`src/include/t04_consts.svh`:
```
`ifndef T04_CONSTS_SVH
`define T04_CONSTS_SVH

// screen extents in pixels
`define SCREEN_W 240
`define SCREEN_H 320

// pixels per key press
`define CURSOR_STEP 16

// synchronised cycles a row must hold
`define DEBOUNCE_CYCLES 4

// 8080 write strobe phases, in clocks
`define WR_LOW_CYCLES 2
`define WR_HIGH_CYCLES 2

// rgb565 red
`define CURSOR_COLOR 16'hF800

// ili9341 command bytes
`define OP_SLPOUT 8'h11
`define OP_COLMOD 8'h3A
`define OP_DISPON 8'h29
`define OP_CASET 8'h2A
`define OP_PASET 8'h2B
`define OP_RAMWR 8'h2C

// 16 bits per pixel
`define COLMOD_PARAM 8'h55

`endif

```
`src/logic/keypadPkg.sv`:
```
package keypadPkg;

  // one code per push-button row
  // row 0 is up, row 3 is right
  typedef enum logic [1:0] {
    keyUp    = 2'd0,
    keyDown  = 2'd1,
    keyLeft  = 2'd2,
    keyRight = 2'd3
  } keyT;

  // valid is a single-cycle press pulse
  typedef struct packed {
    logic valid;
    keyT  key;
  } keyEventT;

endpackage

```
`src/logic/lcdPkg.sv`:
```
`include "t04_consts.svh"

package lcdPkg;

  // display commands used by the sequencer
  typedef enum logic [7:0] {
    opSlpout = `OP_SLPOUT,
    opColmod = `OP_COLMOD,
    opDispon = `OP_DISPON,
    opCaset  = `OP_CASET,
    opPaset  = `OP_PASET,
    opRamwr  = `OP_RAMWR
  } lcdOpT;

  // sequencer states
  // sWait holds until the writer finishes a byte
  typedef enum logic [1:0] {
    sIdle = 2'd0,
    sInit = 2'd1,
    sDraw = 2'd2,
    sWait = 2'd3
  } seqStateT;

  // one bus byte, isData drives dcx
  typedef struct packed {
    logic       isData;
    logic [7:0] value;
  } lcdByteT;

  // cursor position to draw
  typedef struct packed {
    logic [15:0] x;
    logic [15:0] y;
  } drawReqT;

endpackage

```
`src/logic/keypadScanner.sv`:
```
`timescale 1ns/1ps
`include "t04_consts.svh"

module keypadScanner (
  input  logic                 clk,
  input  logic                 reset,
  input  logic [3:0]           row,
  output keypadPkg::keyEventT  keyEvent
);

  localparam int CountW = $clog2(`DEBOUNCE_CYCLES + 1);
  localparam logic [CountW-1:0] CountLast = CountW'(`DEBOUNCE_CYCLES - 1);

  logic [3:0]        rowMeta;
  logic [3:0]        rowSync;
  logic              anyActive;
  keypadPkg::keyT    candidate;
  keypadPkg::keyT    heldKey;
  logic [CountW-1:0] count;
  logic              waitRelease;

  // two-flop synchroniser on the raw rows
  always_ff @(posedge clk) begin
    if (reset) begin
      rowMeta <= 4'b0000;
      rowSync <= 4'b0000;
    end else begin
      rowMeta <= row;
      rowSync <= rowMeta;
    end
  end

  assign anyActive = |rowSync;

  // lowest active row wins
  always_comb begin
    candidate = keypadPkg::keyUp;
    if (rowSync[0]) begin
      candidate = keypadPkg::keyUp;
    end else if (rowSync[1]) begin
      candidate = keypadPkg::keyDown;
    end else if (rowSync[2]) begin
      candidate = keypadPkg::keyLeft;
    end else if (rowSync[3]) begin
      candidate = keypadPkg::keyRight;
    end
  end

  always_ff @(posedge clk) begin
    if (reset) begin
      heldKey     <= keypadPkg::keyUp;
      count       <= '0;
      waitRelease <= 1'b0;
      keyEvent    <= '{valid: 1'b0, key: keypadPkg::keyUp};
    end else begin
      // pulse lasts one cycle
      keyEvent.valid <= 1'b0;
      if (waitRelease) begin
        // rearm only once every row is released
        count <= '0;
        if (!anyActive) begin
          waitRelease <= 1'b0;
        end
      end else if (!anyActive) begin
        // early release drops the count
        count <= '0;
      end else if (count == '0 || candidate != heldKey) begin
        heldKey <= candidate;
        count   <= CountW'(1);
      end else if (count == CountLast) begin
        keyEvent    <= '{valid: 1'b1, key: heldKey};
        count       <= '0;
        waitRelease <= 1'b1;
      end else begin
        count <= count + CountW'(1);
      end
    end
  end

endmodule

```
`src/logic/cursorControl.sv`:
```
`timescale 1ns/1ps
`include "t04_consts.svh"

module cursorControl (
  input  logic                clk,
  input  logic                reset,
  input  keypadPkg::keyEventT keyEvent,
  input  logic                busy,
  output lcdPkg::drawReqT     drawReq,
  output logic                drawStrobe,
  output logic                atEdgeX,
  output logic                atEdgeY
);

  localparam logic [15:0] MaxX   = 16'(`SCREEN_W - 1);
  localparam logic [15:0] MaxY   = 16'(`SCREEN_H - 1);
  localparam logic [15:0] Step   = 16'(`CURSOR_STEP);
  localparam logic [15:0] StartX = 16'(`SCREEN_W / 2);
  localparam logic [15:0] StartY = 16'(`SCREEN_H / 2);

  logic        accept;
  logic [15:0] nextX;
  logic [15:0] nextY;

  // drawStrobe covers the cycle before busy rises
  assign accept = keyEvent.valid && !busy && !drawStrobe;

  // saturating move, no wrap at the edges
  always_comb begin
    nextX = drawReq.x;
    nextY = drawReq.y;
    case (keyEvent.key)
      keypadPkg::keyLeft: begin
        nextX = (drawReq.x < Step) ? 16'd0 : drawReq.x - Step;
      end
      keypadPkg::keyRight: begin
        nextX = (drawReq.x >= MaxX - Step) ? MaxX : drawReq.x + Step;
      end
      keypadPkg::keyUp: begin
        nextY = (drawReq.y < Step) ? 16'd0 : drawReq.y - Step;
      end
      keypadPkg::keyDown: begin
        nextY = (drawReq.y >= MaxY - Step) ? MaxY : drawReq.y + Step;
      end
      default: begin
        nextX = drawReq.x;
      end
    endcase
  end

  always_ff @(posedge clk) begin
    if (reset) begin
      drawReq    <= '{x: StartX, y: StartY};
      drawStrobe <= 1'b0;
      atEdgeX    <= 1'b0;
      atEdgeY    <= 1'b0;
    end else begin
      drawStrobe <= accept;
      if (accept) begin
        drawReq <= '{x: nextX, y: nextY};
      end
      // edge lights follow the stored position
      atEdgeX <= (drawReq.x == 16'd0) || (drawReq.x == MaxX);
      atEdgeY <= (drawReq.y == 16'd0) || (drawReq.y == MaxY);
    end
  end

endmodule

```
`src/logic/lcdSequencer.sv`:
```
`timescale 1ns/1ps
`include "t04_consts.svh"

module lcdSequencer (
  input  logic            clk,
  input  logic            reset,
  input  lcdPkg::drawReqT drawReq,
  input  logic            drawStrobe,
  input  logic            byteDone,
  input  logic            writerBusy,
  output lcdPkg::lcdByteT outByte,
  output logic            byteStrobe,
  output logic            busy,
  output logic            initDone
);

  localparam logic [3:0]  InitLast = 4'd3;
  localparam logic [3:0]  DrawLast = 4'd12;
  localparam logic [15:0] Colour   = `CURSOR_COLOR;

  lcdPkg::seqStateT state;
  lcdPkg::drawReqT  req;
  lcdPkg::lcdByteT  listByte;
  logic [3:0]       byteIdx;
  logic [3:0]       lastIdx;

  assign lastIdx = initDone ? DrawLast : InitLast;

  // request is held for the whole draw
  always_ff @(posedge clk) begin
    if (state == lcdPkg::sIdle && drawStrobe) begin
      req <= drawReq;
    end
  end

  // init table until initDone then the draw table
  always_comb begin
    listByte = '{isData: 1'b0, value: lcdPkg::opSlpout};
    if (!initDone) begin
      case (byteIdx)
        4'd0: listByte = '{isData: 1'b0, value: lcdPkg::opSlpout};
        4'd1: listByte = '{isData: 1'b0, value: lcdPkg::opColmod};
        4'd2: listByte = '{isData: 1'b1, value: `COLMOD_PARAM};
        default: listByte = '{isData: 1'b0, value: lcdPkg::opDispon};
      endcase
    end else begin
      // start and end address are the same pixel
      case (byteIdx)
        4'd0: listByte = '{isData: 1'b0, value: lcdPkg::opCaset};
        4'd1, 4'd3: listByte = '{isData: 1'b1, value: req.x[15:8]};
        4'd2, 4'd4: listByte = '{isData: 1'b1, value: req.x[7:0]};
        4'd5: listByte = '{isData: 1'b0, value: lcdPkg::opPaset};
        4'd6, 4'd8: listByte = '{isData: 1'b1, value: req.y[15:8]};
        4'd7, 4'd9: listByte = '{isData: 1'b1, value: req.y[7:0]};
        4'd10: listByte = '{isData: 1'b0, value: lcdPkg::opRamwr};
        4'd11: listByte = '{isData: 1'b1, value: Colour[15:8]};
        default: listByte = '{isData: 1'b1, value: Colour[7:0]};
      endcase
    end
  end

  always_ff @(posedge clk) begin
    if (reset) begin
      // init starts straight out of reset
      state      <= lcdPkg::sInit;
      byteIdx    <= 4'd0;
      byteStrobe <= 1'b0;
      busy       <= 1'b0;
      initDone   <= 1'b0;
      outByte    <= '{isData: 1'b0, value: 8'h00};
    end else begin
      byteStrobe <= 1'b0;
      case (state)
        lcdPkg::sIdle: begin
          if (drawStrobe) begin
            byteIdx <= 4'd0;
            busy    <= 1'b1;
            state   <= lcdPkg::sDraw;
          end
        end
        lcdPkg::sInit, lcdPkg::sDraw: begin
          busy <= 1'b1;
          // one byte in flight at a time
          if (!writerBusy) begin
            outByte    <= listByte;
            byteStrobe <= 1'b1;
            state      <= lcdPkg::sWait;
          end
        end
        lcdPkg::sWait: begin
          if (byteDone) begin
            if (byteIdx == lastIdx) begin
              byteIdx  <= 4'd0;
              busy     <= 1'b0;
              initDone <= 1'b1;
              state    <= lcdPkg::sIdle;
            end else begin
              byteIdx <= byteIdx + 4'd1;
              state   <= initDone ? lcdPkg::sDraw : lcdPkg::sInit;
            end
          end
        end
        default: begin
          state <= lcdPkg::sIdle;
        end
      endcase
    end
  end

endmodule

```
`src/logic/lcdBusWriter.sv`:
```
`timescale 1ns/1ps
`include "t04_consts.svh"

module lcdBusWriter (
  input  logic            clk,
  input  logic            reset,
  input  lcdPkg::lcdByteT inByte,
  input  logic            byteStrobe,
  output logic            writerBusy,
  output logic            byteDone,
  output logic            screenCsx,
  output logic            screenDcx,
  output logic            screenWrx,
  output logic [7:0]      screenData
);

  // phase 0 is setup, then low phases, then high phases
  localparam int PhaseEnd = 1 + `WR_LOW_CYCLES + `WR_HIGH_CYCLES;
  localparam int PhaseW   = $clog2(PhaseEnd + 1);

  logic [PhaseW-1:0] phase;
  logic [PhaseW-1:0] phaseNext;

  assign phaseNext = phase + PhaseW'(1);

  always_ff @(posedge clk) begin
    if (reset) begin
      phase      <= '0;
      writerBusy <= 1'b0;
      byteDone   <= 1'b0;
      screenCsx  <= 1'b1;
      screenDcx  <= 1'b1;
      screenWrx  <= 1'b1;
      screenData <= 8'h00;
    end else begin
      byteDone <= 1'b0;
      if (!writerBusy) begin
        if (byteStrobe) begin
          // select chip and set up dcx and data
          phase      <= '0;
          writerBusy <= 1'b1;
          screenCsx  <= 1'b0;
          screenDcx  <= inByte.isData;
          screenData <= inByte.value;
          screenWrx  <= 1'b1;
        end
      end else begin
        phase <= phaseNext;
        // display latches on the rising wrx edge
        if (phaseNext >= PhaseW'(1) && phaseNext <= PhaseW'(`WR_LOW_CYCLES)) begin
          screenWrx <= 1'b0;
        end else begin
          screenWrx <= 1'b1;
        end
        if (phaseNext == PhaseW'(PhaseEnd)) begin
          screenCsx  <= 1'b1;
          byteDone   <= 1'b1;
          writerBusy <= 1'b0;
        end
      end
    end
  end

endmodule

```
`src/logic/t04Top.sv`:
```
`timescale 1ns/1ps

module t04Top (
  input  logic       clk,
  input  logic       reset,
  input  logic [3:0] row,
  output logic       screenCsx,
  output logic       screenDcx,
  output logic       screenWrx,
  output logic [7:0] screenData,
  output logic       checkC,
  output logic       checkX,
  output logic       checkY
);

  keypadPkg::keyEventT keyEvent;
  lcdPkg::drawReqT     drawReq;
  lcdPkg::lcdByteT     seqByte;
  logic                drawStrobe;
  logic                busy;
  logic                byteStrobe;
  logic                byteDone;
  logic                writerBusy;

  // rows to press pulses
  keypadScanner scanner (
    .clk      (clk),
    .reset    (reset),
    .row      (row),
    .keyEvent (keyEvent)
  );

  // position and edge lights
  cursorControl cursor (
    .clk        (clk),
    .reset      (reset),
    .keyEvent   (keyEvent),
    .busy       (busy),
    .drawReq    (drawReq),
    .drawStrobe (drawStrobe),
    .atEdgeX    (checkX),
    .atEdgeY    (checkY)
  );

  // init and per-move command bytes
  lcdSequencer sequencer (
    .clk        (clk),
    .reset      (reset),
    .drawReq    (drawReq),
    .drawStrobe (drawStrobe),
    .byteDone   (byteDone),
    .writerBusy (writerBusy),
    .outByte    (seqByte),
    .byteStrobe (byteStrobe),
    .busy       (busy),
    .initDone   (checkC)
  );

  // 8080 pin timing
  lcdBusWriter writer (
    .clk        (clk),
    .reset      (reset),
    .inByte     (seqByte),
    .byteStrobe (byteStrobe),
    .writerBusy (writerBusy),
    .byteDone   (byteDone),
    .screenCsx  (screenCsx),
    .screenDcx  (screenDcx),
    .screenWrx  (screenWrx),
    .screenData (screenData)
  );

endmodule

```
`src/logic/top.sv`:
```
`timescale 1ns/1ps

module top (
  input  logic       hwclk,
  input  logic       reset,
  input  logic [20:0] pb,
  output logic [7:0] left,
  output logic [7:0] right,
  output logic [7:0] ss7,
  output logic [7:0] ss6,
  output logic [7:0] ss5,
  output logic [7:0] ss4,
  output logic [7:0] ss3,
  output logic [7:0] ss2,
  output logic [7:0] ss1,
  output logic [7:0] ss0,
  output logic       red,
  output logic       green,
  output logic       blue,
  output logic [7:0] txdata,
  input  logic [7:0] rxdata,
  output logic       txclk,
  output logic       rxclk,
  input  logic       txready,
  input  logic       rxready
);

  // pb[19] is the reset button
  // pb[3:0] are the key rows
  t04Top team04 (
    .clk        (hwclk),
    .reset      (pb[19]),
    .row        (pb[3:0]),
    .screenCsx  (right[0]),
    .screenDcx  (right[1]),
    .screenWrx  (right[2]),
    .screenData (left),
    .checkC     (red),
    .checkX     (green),
    .checkY     (blue)
  );

  // seven-segment and uart unused
  assign right[7:3] = 5'b00000;
  assign ss7 = 8'h00;
  assign ss6 = 8'h00;
  assign ss5 = 8'h00;
  assign ss4 = 8'h00;
  assign ss3 = 8'h00;
  assign ss2 = 8'h00;
  assign ss1 = 8'h00;
  assign ss0 = 8'h00;
  assign txdata = 8'h00;
  assign txclk = 1'b0;
  assign rxclk = 1'b0;

endmodule

```
`config.mk`:
```
export PLATFORM = sky130hd
export DESIGN_NAME = top
export DESIGN_NICKNAME = d
export VERILOG_FILES = /design/src/logic/keypadPkg.sv /design/src/logic/lcdPkg.sv /design/src/logic/keypadScanner.sv /design/src/logic/cursorControl.sv /design/src/logic/lcdSequencer.sv /design/src/logic/lcdBusWriter.sv /design/src/logic/t04Top.sv /design/src/logic/top.sv
export VERILOG_INCLUDE_DIRS = /design/src /design/src/include
export SDC_FILE = /design/constraint.sdc
export NUM_CORES = 1
export LEC_CHECK = 0
export BUFFER_PORTS_ARGS = -buffer_cell sky130_fd_sc_hd__buf_2
export CORE_MARGIN = 5
export CORE_UTILIZATION = 30
export CTS_CLUSTER_SIZE = 10
export DETAILED_ROUTE_END_ITERATION = 6
export GPL_TIMING_DRIVEN = 0
export SLEW_MARGIN = 20
export SYNTH_ARGS = -nofsm -noshare
export SYNTH_HDL_FRONTEND = slang
export SYNTH_SLANG_ARGS = --single-unit
```
`constraint.sdc`:
```
create_clock -name hwclk -period 4.2 [get_ports hwclk]
set_input_delay 0.42 -clock hwclk [delete_from_list [all_inputs] [get_ports hwclk]]
set_output_delay 0.42 -clock hwclk [all_outputs]
set_load 0.01 [all_outputs]
```
Yosys cells after proc, flatten, opt, wreduce, memory -nomap -nowiden
Cells that the tools add are included.
Word-level totals
  output and inout port bits: 93
  register bits after elaboration: 118
Cells by class
  magnitude comparators: 6
  reduce and logical (&&, ||, !) cells: 41
  mux-type cells: 49
  equal/unequal tests: 28
  add/sub/neg operators: 7
  bitwise gates (word level): 5
Operators by type and width (count)
  $pmux W9 S8: 1
  $mux W16: 4
  $pmux W16 S2: 2
  $add A16 B5 Y16 const B: 2
  $logic_not A16 Y1: 2
  $lt A16 B5 Y1 const B: 2
  $sub A16 B5 Y16 const B: 2
  $pmux W9 S3: 1
  $mux W1: 21
  $mux W2: 9
  $eq A16 B8 Y1 const B: 1
  $eq A16 B9 Y1 const B: 1
  $eq A4 B3 Y1 const B: 4
  $eq A4 B4 Y1 const B: 4
  $ge A16 B8 Y1 const B: 1
  $ge A16 B9 Y1 const B: 1
  $mux W4: 4
  $reduce_and A3 Y1: 5
  $reduce_or A2 Y1: 7
  $reduce_and A2 Y1: 5
  $mux W3: 3
  $mux W9: 1
  $eq A2 B2 Y1 const B: 4
  $eq A4 B2 Y1 const B: 2
  other kinds (27): 47

Depth between registers and ports, before layout
Gate-level depths: netlist of run 1.
  depth in word-level cells: 9
  mapped depth: 8

By module
Synthesis of run 1 repeated with hierarchy kept, for this count alone.
Second synthesis, totals
  cells, all modules: 733
  area total of the unflattened synthesis: 6590.1 um2
By module, submodules not included
  lcdSequencer: times used 1, area an instance 2580.0 um2, cells each 245
  cursorControl: times used 1, area an instance 2001.9 um2, cells each 258
  keypadScanner: times used 1, area an instance 705.7 um2, cells each 72
  lcdBusWriter: times used 1, area an instance 705.7 um2, cells each 78
  top: times used 1, area an instance 596.8 um2, cells each 80

Least setup slack after synthesis of run 1
Ideal clock, no wire load.
  kind: register -> register
  start: register team04.cursor.drawReq[4] (netlist name)
  end: register team04.cursor.drawReq[8] (netlist name)
  data required time: 4.066 ns
  cell stages (with the launch flop): 8
  path slack: 2.165 ns
  clock period less this slack: 2.035 ns
  library setup time: 0.134 ns
  arrival: 1.901 ns
  path buffers: 0
  path through: dfxtp_1 -> inv_1 -> ha_1 -> or4b_2 -> o31ai_2 -> o211ai_1 -> a31oi_1 -> a211oi_1
Between the ends
  cells in the longest elaborated chain, start to end: 3
RTL lines
  $add A16 B5 Y16 (tied with other cells): line cursorControl.sv:43  | nextY = (drawReq.y >= MaxY - Step) ? MaxY : drawReq.y + Step;
  $mux W16, on equally long branches: line cursorControl.sv:43, cursorControl.sv:40
  $pmux W16 S2 *: line cursorControl.sv:32  | case (keyEvent.key)
Every way passes the cells marked *; elsewhere a longest branch is shown, timed or not.
A chain may end at the register's enable or synchronous reset.

Worst setup path in the final report of run 1
  start: register team04.cursor.drawReq[4] (netlist name)
  end: register team04.cursor.drawReq[8] (netlist name)
Between the ends
  cells in the longest elaborated chain, start to end: 3
RTL lines (line)
  $add A16 B5 Y16 (tied with other cells): cursorControl.sv:43
  $mux W16, on equally long branches: cursorControl.sv:43, cursorControl.sv:40
  $pmux W16 S2 *: cursorControl.sv:32
Marked as above.

==> results of run 1 <==
synth_stat cells, types with 8 or more instances:
master and instances:
nor2_1 58, nand3_1 20, buf_4 82, nor2b_1 17, edfxtp_1 27, dfxtp_1 81, nand2_1 55, nor3_1 24
nor4_1 10, inv_1 24, ha_1 21, a21oi_1 50, a31oi_1 13, xor2_1 8, clkbuf_1 29, o21ai_0 30
layer usage:
metal / global-route usage / vias up / part of all wire
li1: - / 2583 / -
met1: 0.169 / 2345 / 0.45
met2: 0.199 / 181 / 0.45
met3: 0.0305 / 25 / 0.072
met4: 0.0547 / 0 / 0.024
met5: 0 / - / 0
final cells by class:
type | instances | area [um^2] | area share
Clock inverter | 2 | 12.5 | 0.00174
Inverter | 24 | 90.1 | 0.0125
Sequential cell | 108 | 2430 | 0.338
Timing Repair Buffer | 19 | 95.1 | 0.0132
Tap cell | 270 | 338 | 0.0470
Multi-Input combinational cell | 532 | 3160 | 0.439
Clock buffer | 14 | 307 | 0.0426
Buffer | 117 | 763 | 0.106
critical path: cells and delay by family, from the launching register on:
| kind | cells | cell delay [ns] |
|---|---|---|
| buffers and inverters | 1 | 0.17 |
| flip-flops | 1 | 0.41 |
| AO/OA/AOI/OAI | 4 | 0.86 |
| AND/OR/NAND/NOR | 1 | 0.66 |
| adder cells (fa/ha/maj) | 1 | 0.26 |
logic make-up after synthesis:
kind of cell	Yosys count
simple gates	248
compound gates	166
buf+inv	141
flops	108
fa+ha+maj	21
xor+xnor	12
mux	6
other cells	1
layout by cell type, fill, tap and decap left out, types with 7 or more instances in the layout:
master / count
dfxtp_1: 81
nor3_1: 24
nand2b_1: 7
conb_1: 79
o21ai_0: 30
edfxtp_1: 27
a31oi_1: 13
inv_1: 24
ha_1: 21
clkbuf_16: 11
xor2_1: 8
o211ai_1: 7
nor4_1: 10
nor2b_1: 17
buf_2: 20
a22o_1: 7
buf_4: 82
nand2_1: 55
nand3_1: 20
a21oi_1: 50
nor2_1: 58
clkbuf_1: 30
power by group through the flow:
stage	Combinational [mW]	Clock [mW]	Sequential, mW
floorplan	0.439	0	1.21
global route	0.631	0.942	1.20
global placement	0.555	0	1.21
detailed placement	0.556	0	1.21
finish	0.558	0.886	1.19
CTS	0.559	0.906	1.19
state kept, by name, indices dropped and copies added (netlist names), 2 cells and up:
register,flops
team04.cursor.drawReq,27
team04.scanner.count,3
team04.scanner.heldKey,2
team04.scanner.keyEvent,3
team04.scanner.rowMeta,4
team04.scanner.rowSync,4
team04.sequencer.byteIdx,4
team04.sequencer.outByte,9
team04.sequencer.req,27
team04.sequencer.state,2
team04.writer.phase,3
team04.writer.screenData,8
per-stage QoR:
step | instance area [um^2] | hold slack [ns]
2_1_floorplan | 6440 | 0.406
3_3_place_gp | 6870 | 0.417
3_5_place_dp | 6870 | 0.424
4_1_cts | 7190 | 0.264
5_1_grt | 7190 | 0.303
6_report | 7190 | 0.273
path summary, 6_finish.rpt:
check / startpoint / endpoint / slack [ns] / cells after the start
max: team04.cursor.drawReq[4] / team04.cursor.drawReq[8] / 1.69 / 7
min: pb[1] / team04.scanner.rowMeta[1] / 0.27 / 2
max reg2reg: team04.cursor.drawReq[4] / team04.cursor.drawReq[8] / 1.69 / 7
min reg2reg: team04.scanner.rowMeta[3] / team04.scanner.rowSync[3] / 0.44 / 1
==> results_dict.tcl, run 1 <==
set metrics [dict create \
    clock_path_buffers 2 \
    wl_per_cell_um 14.1 \
    initial_utilization 0.304 \
    hp-class "in2reg" \
    yosys.area_share.simple 0.213 \
    io_buffers 19 \
    fmax_ghz 0.398 \
    cts_setup_buffers 0 \
    ir_worst_vdd_uv 155 \
    dp_slack_ns 1.70 \
    cts_made_buffers 9 \
    power_density_nw_per_um2 366 \
    grt_max_degree 28 \
    drt-pass1-iter-count 5 \
    synth_top_family_by_area "simple AND/OR/NAND/NOR gates" \
    final_hold_viol_count 0 \
    yosys.area.top_type "dfxtp_1" \
    num_vias 5134 \
    synth_top_area_share 0.264 \
    slew_viol_final 0 \
    synth_cell_types 75 \
    synth.area.top_cells "dfxtp_1 26%, edfxtp_1 13%, buf_4 10%" \
    tns_ns 0 \
    p_int_mw 1.88 \
    fillers 2107 \
    syn2layout_area_growth_pct 17.0 \
    die_w_um 153 \
    endpoint_kind "flop" \
    dp.cells 1070 \
    finalWirelength_um 15300 \
    switching_share 0.286 \
    rsz0062_at_grt "no" \
    yosysWarningCount 0 \
    p_sw_mw 0.753 \
    p_seq_frac 0.452 \
    power.share.combinational 0.212 \
    hpwl_um 11300 \
    cts_hold_buf 0 \
    rows 52 \
    crit_fanout 7 \
    skew_ns 0.0128 \
    worstMarginPinSlew_ns 0.827 \
    max-cap-violations 0 \
    cts.reportedPaths.clkPinSlew_ns 0.07 \
    post_cts_resize_count 0 \
    die_y_um 153 \
    postRouteAntennaNets 0 \
    antenna_found_initial 0 \
    layout-drive-gt1-share 0.167 \
    die-area_um2 23500 \
    finalNonFillerCells 1086 \
    layout.nets 865 \
    grt_pass1_wl_um 24400 \
    drt_iter0_markers 490 \
    ys_async_sr_fraction 0 \
    ios 126 \
    fin_ws_ns 1.69 \
    cp.arrival_ns 2.72 \
    worst_ep_required_time_ns 4.41 \
    synth_adder_area_share 0.0427 \
    synth.area.mux_share 0.00977 \
    grtUsageTotal 0.128 \
    core_area_um2 20200 \
    gp_congestion 0.936 \
    cts_root_buf "clkbuf_16" \
    utilization 0.356 \
    seq_area_frac_synth 0.396 \
    syn-cell-area_um2 6150 \
    leakagePower_nw 2.93 \
    finalSetupViolations 0 \
    crit_path_start_kind "flop" \
    finalCritPeriodShare 0.598 \
    crit_type "reg2reg" \
    vias_per_cell 4.73 \
    status "finished, final reports clean" \
    cts_max_level 3 \
    clkSinkCount 108 \
    cts_tree "yes" \
    clockPowerShare 0.336 \
    synthFlopType "dfxtp_1" \
    path_cells "inv_1, ha_1, or4b_2, o31ai_2, o211ai_1, a31oi_1, a211oi_1" \
    slowest_stage "or4b_2" \
    grt-ovfl-total 0 \
    synthCells 703 \
    grt_pass1_vias 4708 \
    clkLatencyLatePin_ns 0.36 \
    synth-compound-area-share 0.183 \
    crit_path_max_incr_delay_ns 0.66 \
    synth_xor_area_frac 0.0171 \
    synth_seq_cells 108 \
    power_mw 2.64 \
    syn_avg_cell_area_um2 8.75 \
    synth_edf_count 27 \
    period_minus_slack_ns 2.51 \
    drc 0 \
    insertedDiodeCount 0 \
    slew_headroom 0.449 \
]
(Power assumes the default switching activity.)
==> inputs of run 2 (changes only) <==
==> constraint.sdc (replaced) <==
create_clock -name hwclk -period 2.2 [get_ports hwclk]
set_input_delay 0.22 -clock hwclk [delete_from_list [all_inputs] [get_ports hwclk]]
set_output_delay 0.22 -clock hwclk [all_outputs]
set_load 0.01 [all_outputs]
==> run 2 against run 1 <==
  * Clock skew shrank 0.0021 ns
  * Non-clock buffer count grew 2
  * Clock power grew 90%
  * Design area grew 1.5%
  * Hold slack lost 0.20 ns
  * Combinational power grew 92%
  * Via count shrank 0.80%
  * First-iteration DRC count grew 3.3%
  * Fmax grew 20%
  * Critical path type unchanged
  * Critical endpoint is now team04.cursor.drawReq[14]
  * Largest cell class unchanged
==> results_dict.tcl, run 2 (synthesis gave the netlist of run 1 again) <==
set metrics [dict create \
    status "finished, final reports clean" \
    clock_path_buffers 2 \
    hp-class "in2reg" \
    crit_path_start_kind "flop" \
    fmax_ghz 0.477 \
    drc 0 \
    die_w_um 153 \
    power_density_nw_per_um2 687 \
    p_seq_frac 0.452 \
    cts_tree "yes" \
    num_vias 5093 \
    crit_type "reg2reg" \
    hold_slack_ns 0.0714 \
    postRouteAntennaNets 0 \
    cts_made_buffers 9 \
    cp.arrival_ns 2.38 \
    final_hold_viol_count 0 \
    antenna_found_initial 0 \
    crit_fanout 9 \
    finalSetupViolations 0 \
    layout_commonest_cell "buf_4" \
    die_y_um 153 \
    layout.nets 867 \
    p_int_mw 3.59 \
    io_buffers 19 \
    slew_viol_final 0 \
    grtUsageTotal 0.128 \
    vias_per_cell 4.68 \
    max-cap-violations 0 \
    holdPathStages 2 \
    multiInputGateArea_um2 3230 \
    drt_iter0_markers 506 \
    fillers 2094 \
    syn2layout_area_growth_pct 18.8 \
    finalCritPeriodShare 0.953 \
    worst_ep_required_time_ns 2.48 \
    clockPowerShare 0.335 \
    initial_utilization 0.304 \
    clkSinkCount 108 \
    power.share.combinational 0.213 \
    clkLatencyLatePin_ns 0.36 \
    worstMarginPinSlew_ns 0.839 \
    ir_worst_vdd_uv 293 \
    period_minus_slack_ns 2.10 \
    layout-drive-gt1-share 0.194 \
    core_area_um2 20200 \
    utilization 0.361 \
    rsz0062_at_grt "yes" \
    regArea_um2 2450 \
    hpwl_um 11300 \
    die-area_um2 23500 \
    rows 52 \
    grt_max_degree 28 \
    finalWirelength_um 15300 \
    p_sw_mw 1.43 \
    switching_share 0.285 \
    layout_common_cells "85 x buf_4, 79 x conb_1, 75 x dfxtp_1, 56 x nor2_1, 55 x nand2_1" \
    rr_worst_depth 6 \
    cts_max_level 3 \
    skew_ns 0.0107 \
    cts_root_buf "clkbuf_16" \
    cts.reportedPaths.clkPinSlew_ns 0.07 \
    grt_pass1_wl_um 24500 \
    grt_pass1_vias 4735 \
    cts_hold_buf 0 \
    ios 126 \
    grt-ovfl-total 0 \
    endpoint_kind "flop" \
    leakagePower_nw 2.98 \
    top_regs "team04.cursor.drawReq: 27 flops, team04.sequencer.req: 27 flops, team04.sequencer.outByte: 9 flops" \
    power_mw 5.02 \
    gp_congestion 0.936 \
    wl_per_cell_um 14.1 \
    slew_headroom 0.441 \
    insertedDiodeCount 0 \
    drt-pass1-iter-count 7 \
]
run 2: cell types whose count changed in the layout (fill, tap and decap cells not counted), moves of 3 or more:
cell      previous run  this run
dfxtp_1             81        75
clkbuf_1            30        25
clkbuf_2             0         4
buf_4               82        85
dfxtp_2              0         3
dfxtp_4              0         3
run 2: power by group through the flow:
| stage | clock, mW | combinational [mW] | sequential (mW) |
|---|---|---|---|
| 2_1_floorplan | 0 | 0.837 | 2.30 |
| 3_3_place_gp | 0 | 1.06 | 2.32 |
| 3_5_place_dp | 0 | 1.06 | 2.32 |
| 4_1_cts | 1.73 | 1.07 | 2.27 |
| 5_1_grt | 1.80 | 1.21 | 2.29 |
| 6_report | 1.68 | 1.07 | 2.27 |
run 2: cell type report:
| type | instances | share of cell area |
|---|---|---|
| Multi-Input combinational cell | 532 | 0.442 |
| Sequential cell | 108 | 0.335 |
| Buffer | 116 | 0.105 |
| Tap cell | 270 | 0.0462 |
| Clock buffer | 14 | 0.0420 |
| Timing Repair Buffer | 22 | 0.0161 |
| Inverter | 24 | 0.0123 |
| Clock inverter | 2 | 0.00171 |
run 2: critical path, stage by stage, from the launching register on:
cell	delay [ns]
dfxtp_1	0.31
clkbuf_1	0.33
nand2b_1	0.45
o31ai_4	0.17
buf_4	0.18
or4_1	0.46
a21oi_1	0.14
run 2: layer usage:
metal	GRT usage	vias up	wire, um
met4	0.0585	0	474
met1	0.169	2308	6890
met3	0.0314	30	1090
met5	0	-	0
met2	0.199	173	6870
li1	-	2582	-
run 2: per-stage QoR:
step,setup WS (ns),TNS (ns),instances,area (um^2)
final,0.104,0,1088,7310
after detailed placement,-0.296,-2.85,1070,6870
after global placement,-0.280,-2.96,1070,6870
after global routing,-0.0290,-0.0597,1088,7310
after floorplan,0.165,0,781,6440
after CTS,0.00486,0,1088,7250
run 2: timing repair:
action	in CTS	in global routing
setup buffers	3	0
endpoints found under the hold margin	0	0
gates resized for setup	14	19
gates cloned	0	0
pin swaps	3	5
setup endpoints to repair	20	24
run 2: final timing paths:
check,start,to,slack [ns]
max,team04.scanner.keyEvent[1],team04.cursor.drawReq[14],0.10
min,pb[1],team04.scanner.rowMeta[1],0.07
max reg2reg,team04.scanner.keyEvent[1],team04.cursor.drawReq[14],0.10
min reg2reg,team04.scanner.rowMeta[3],team04.scanner.rowSync[3],0.44
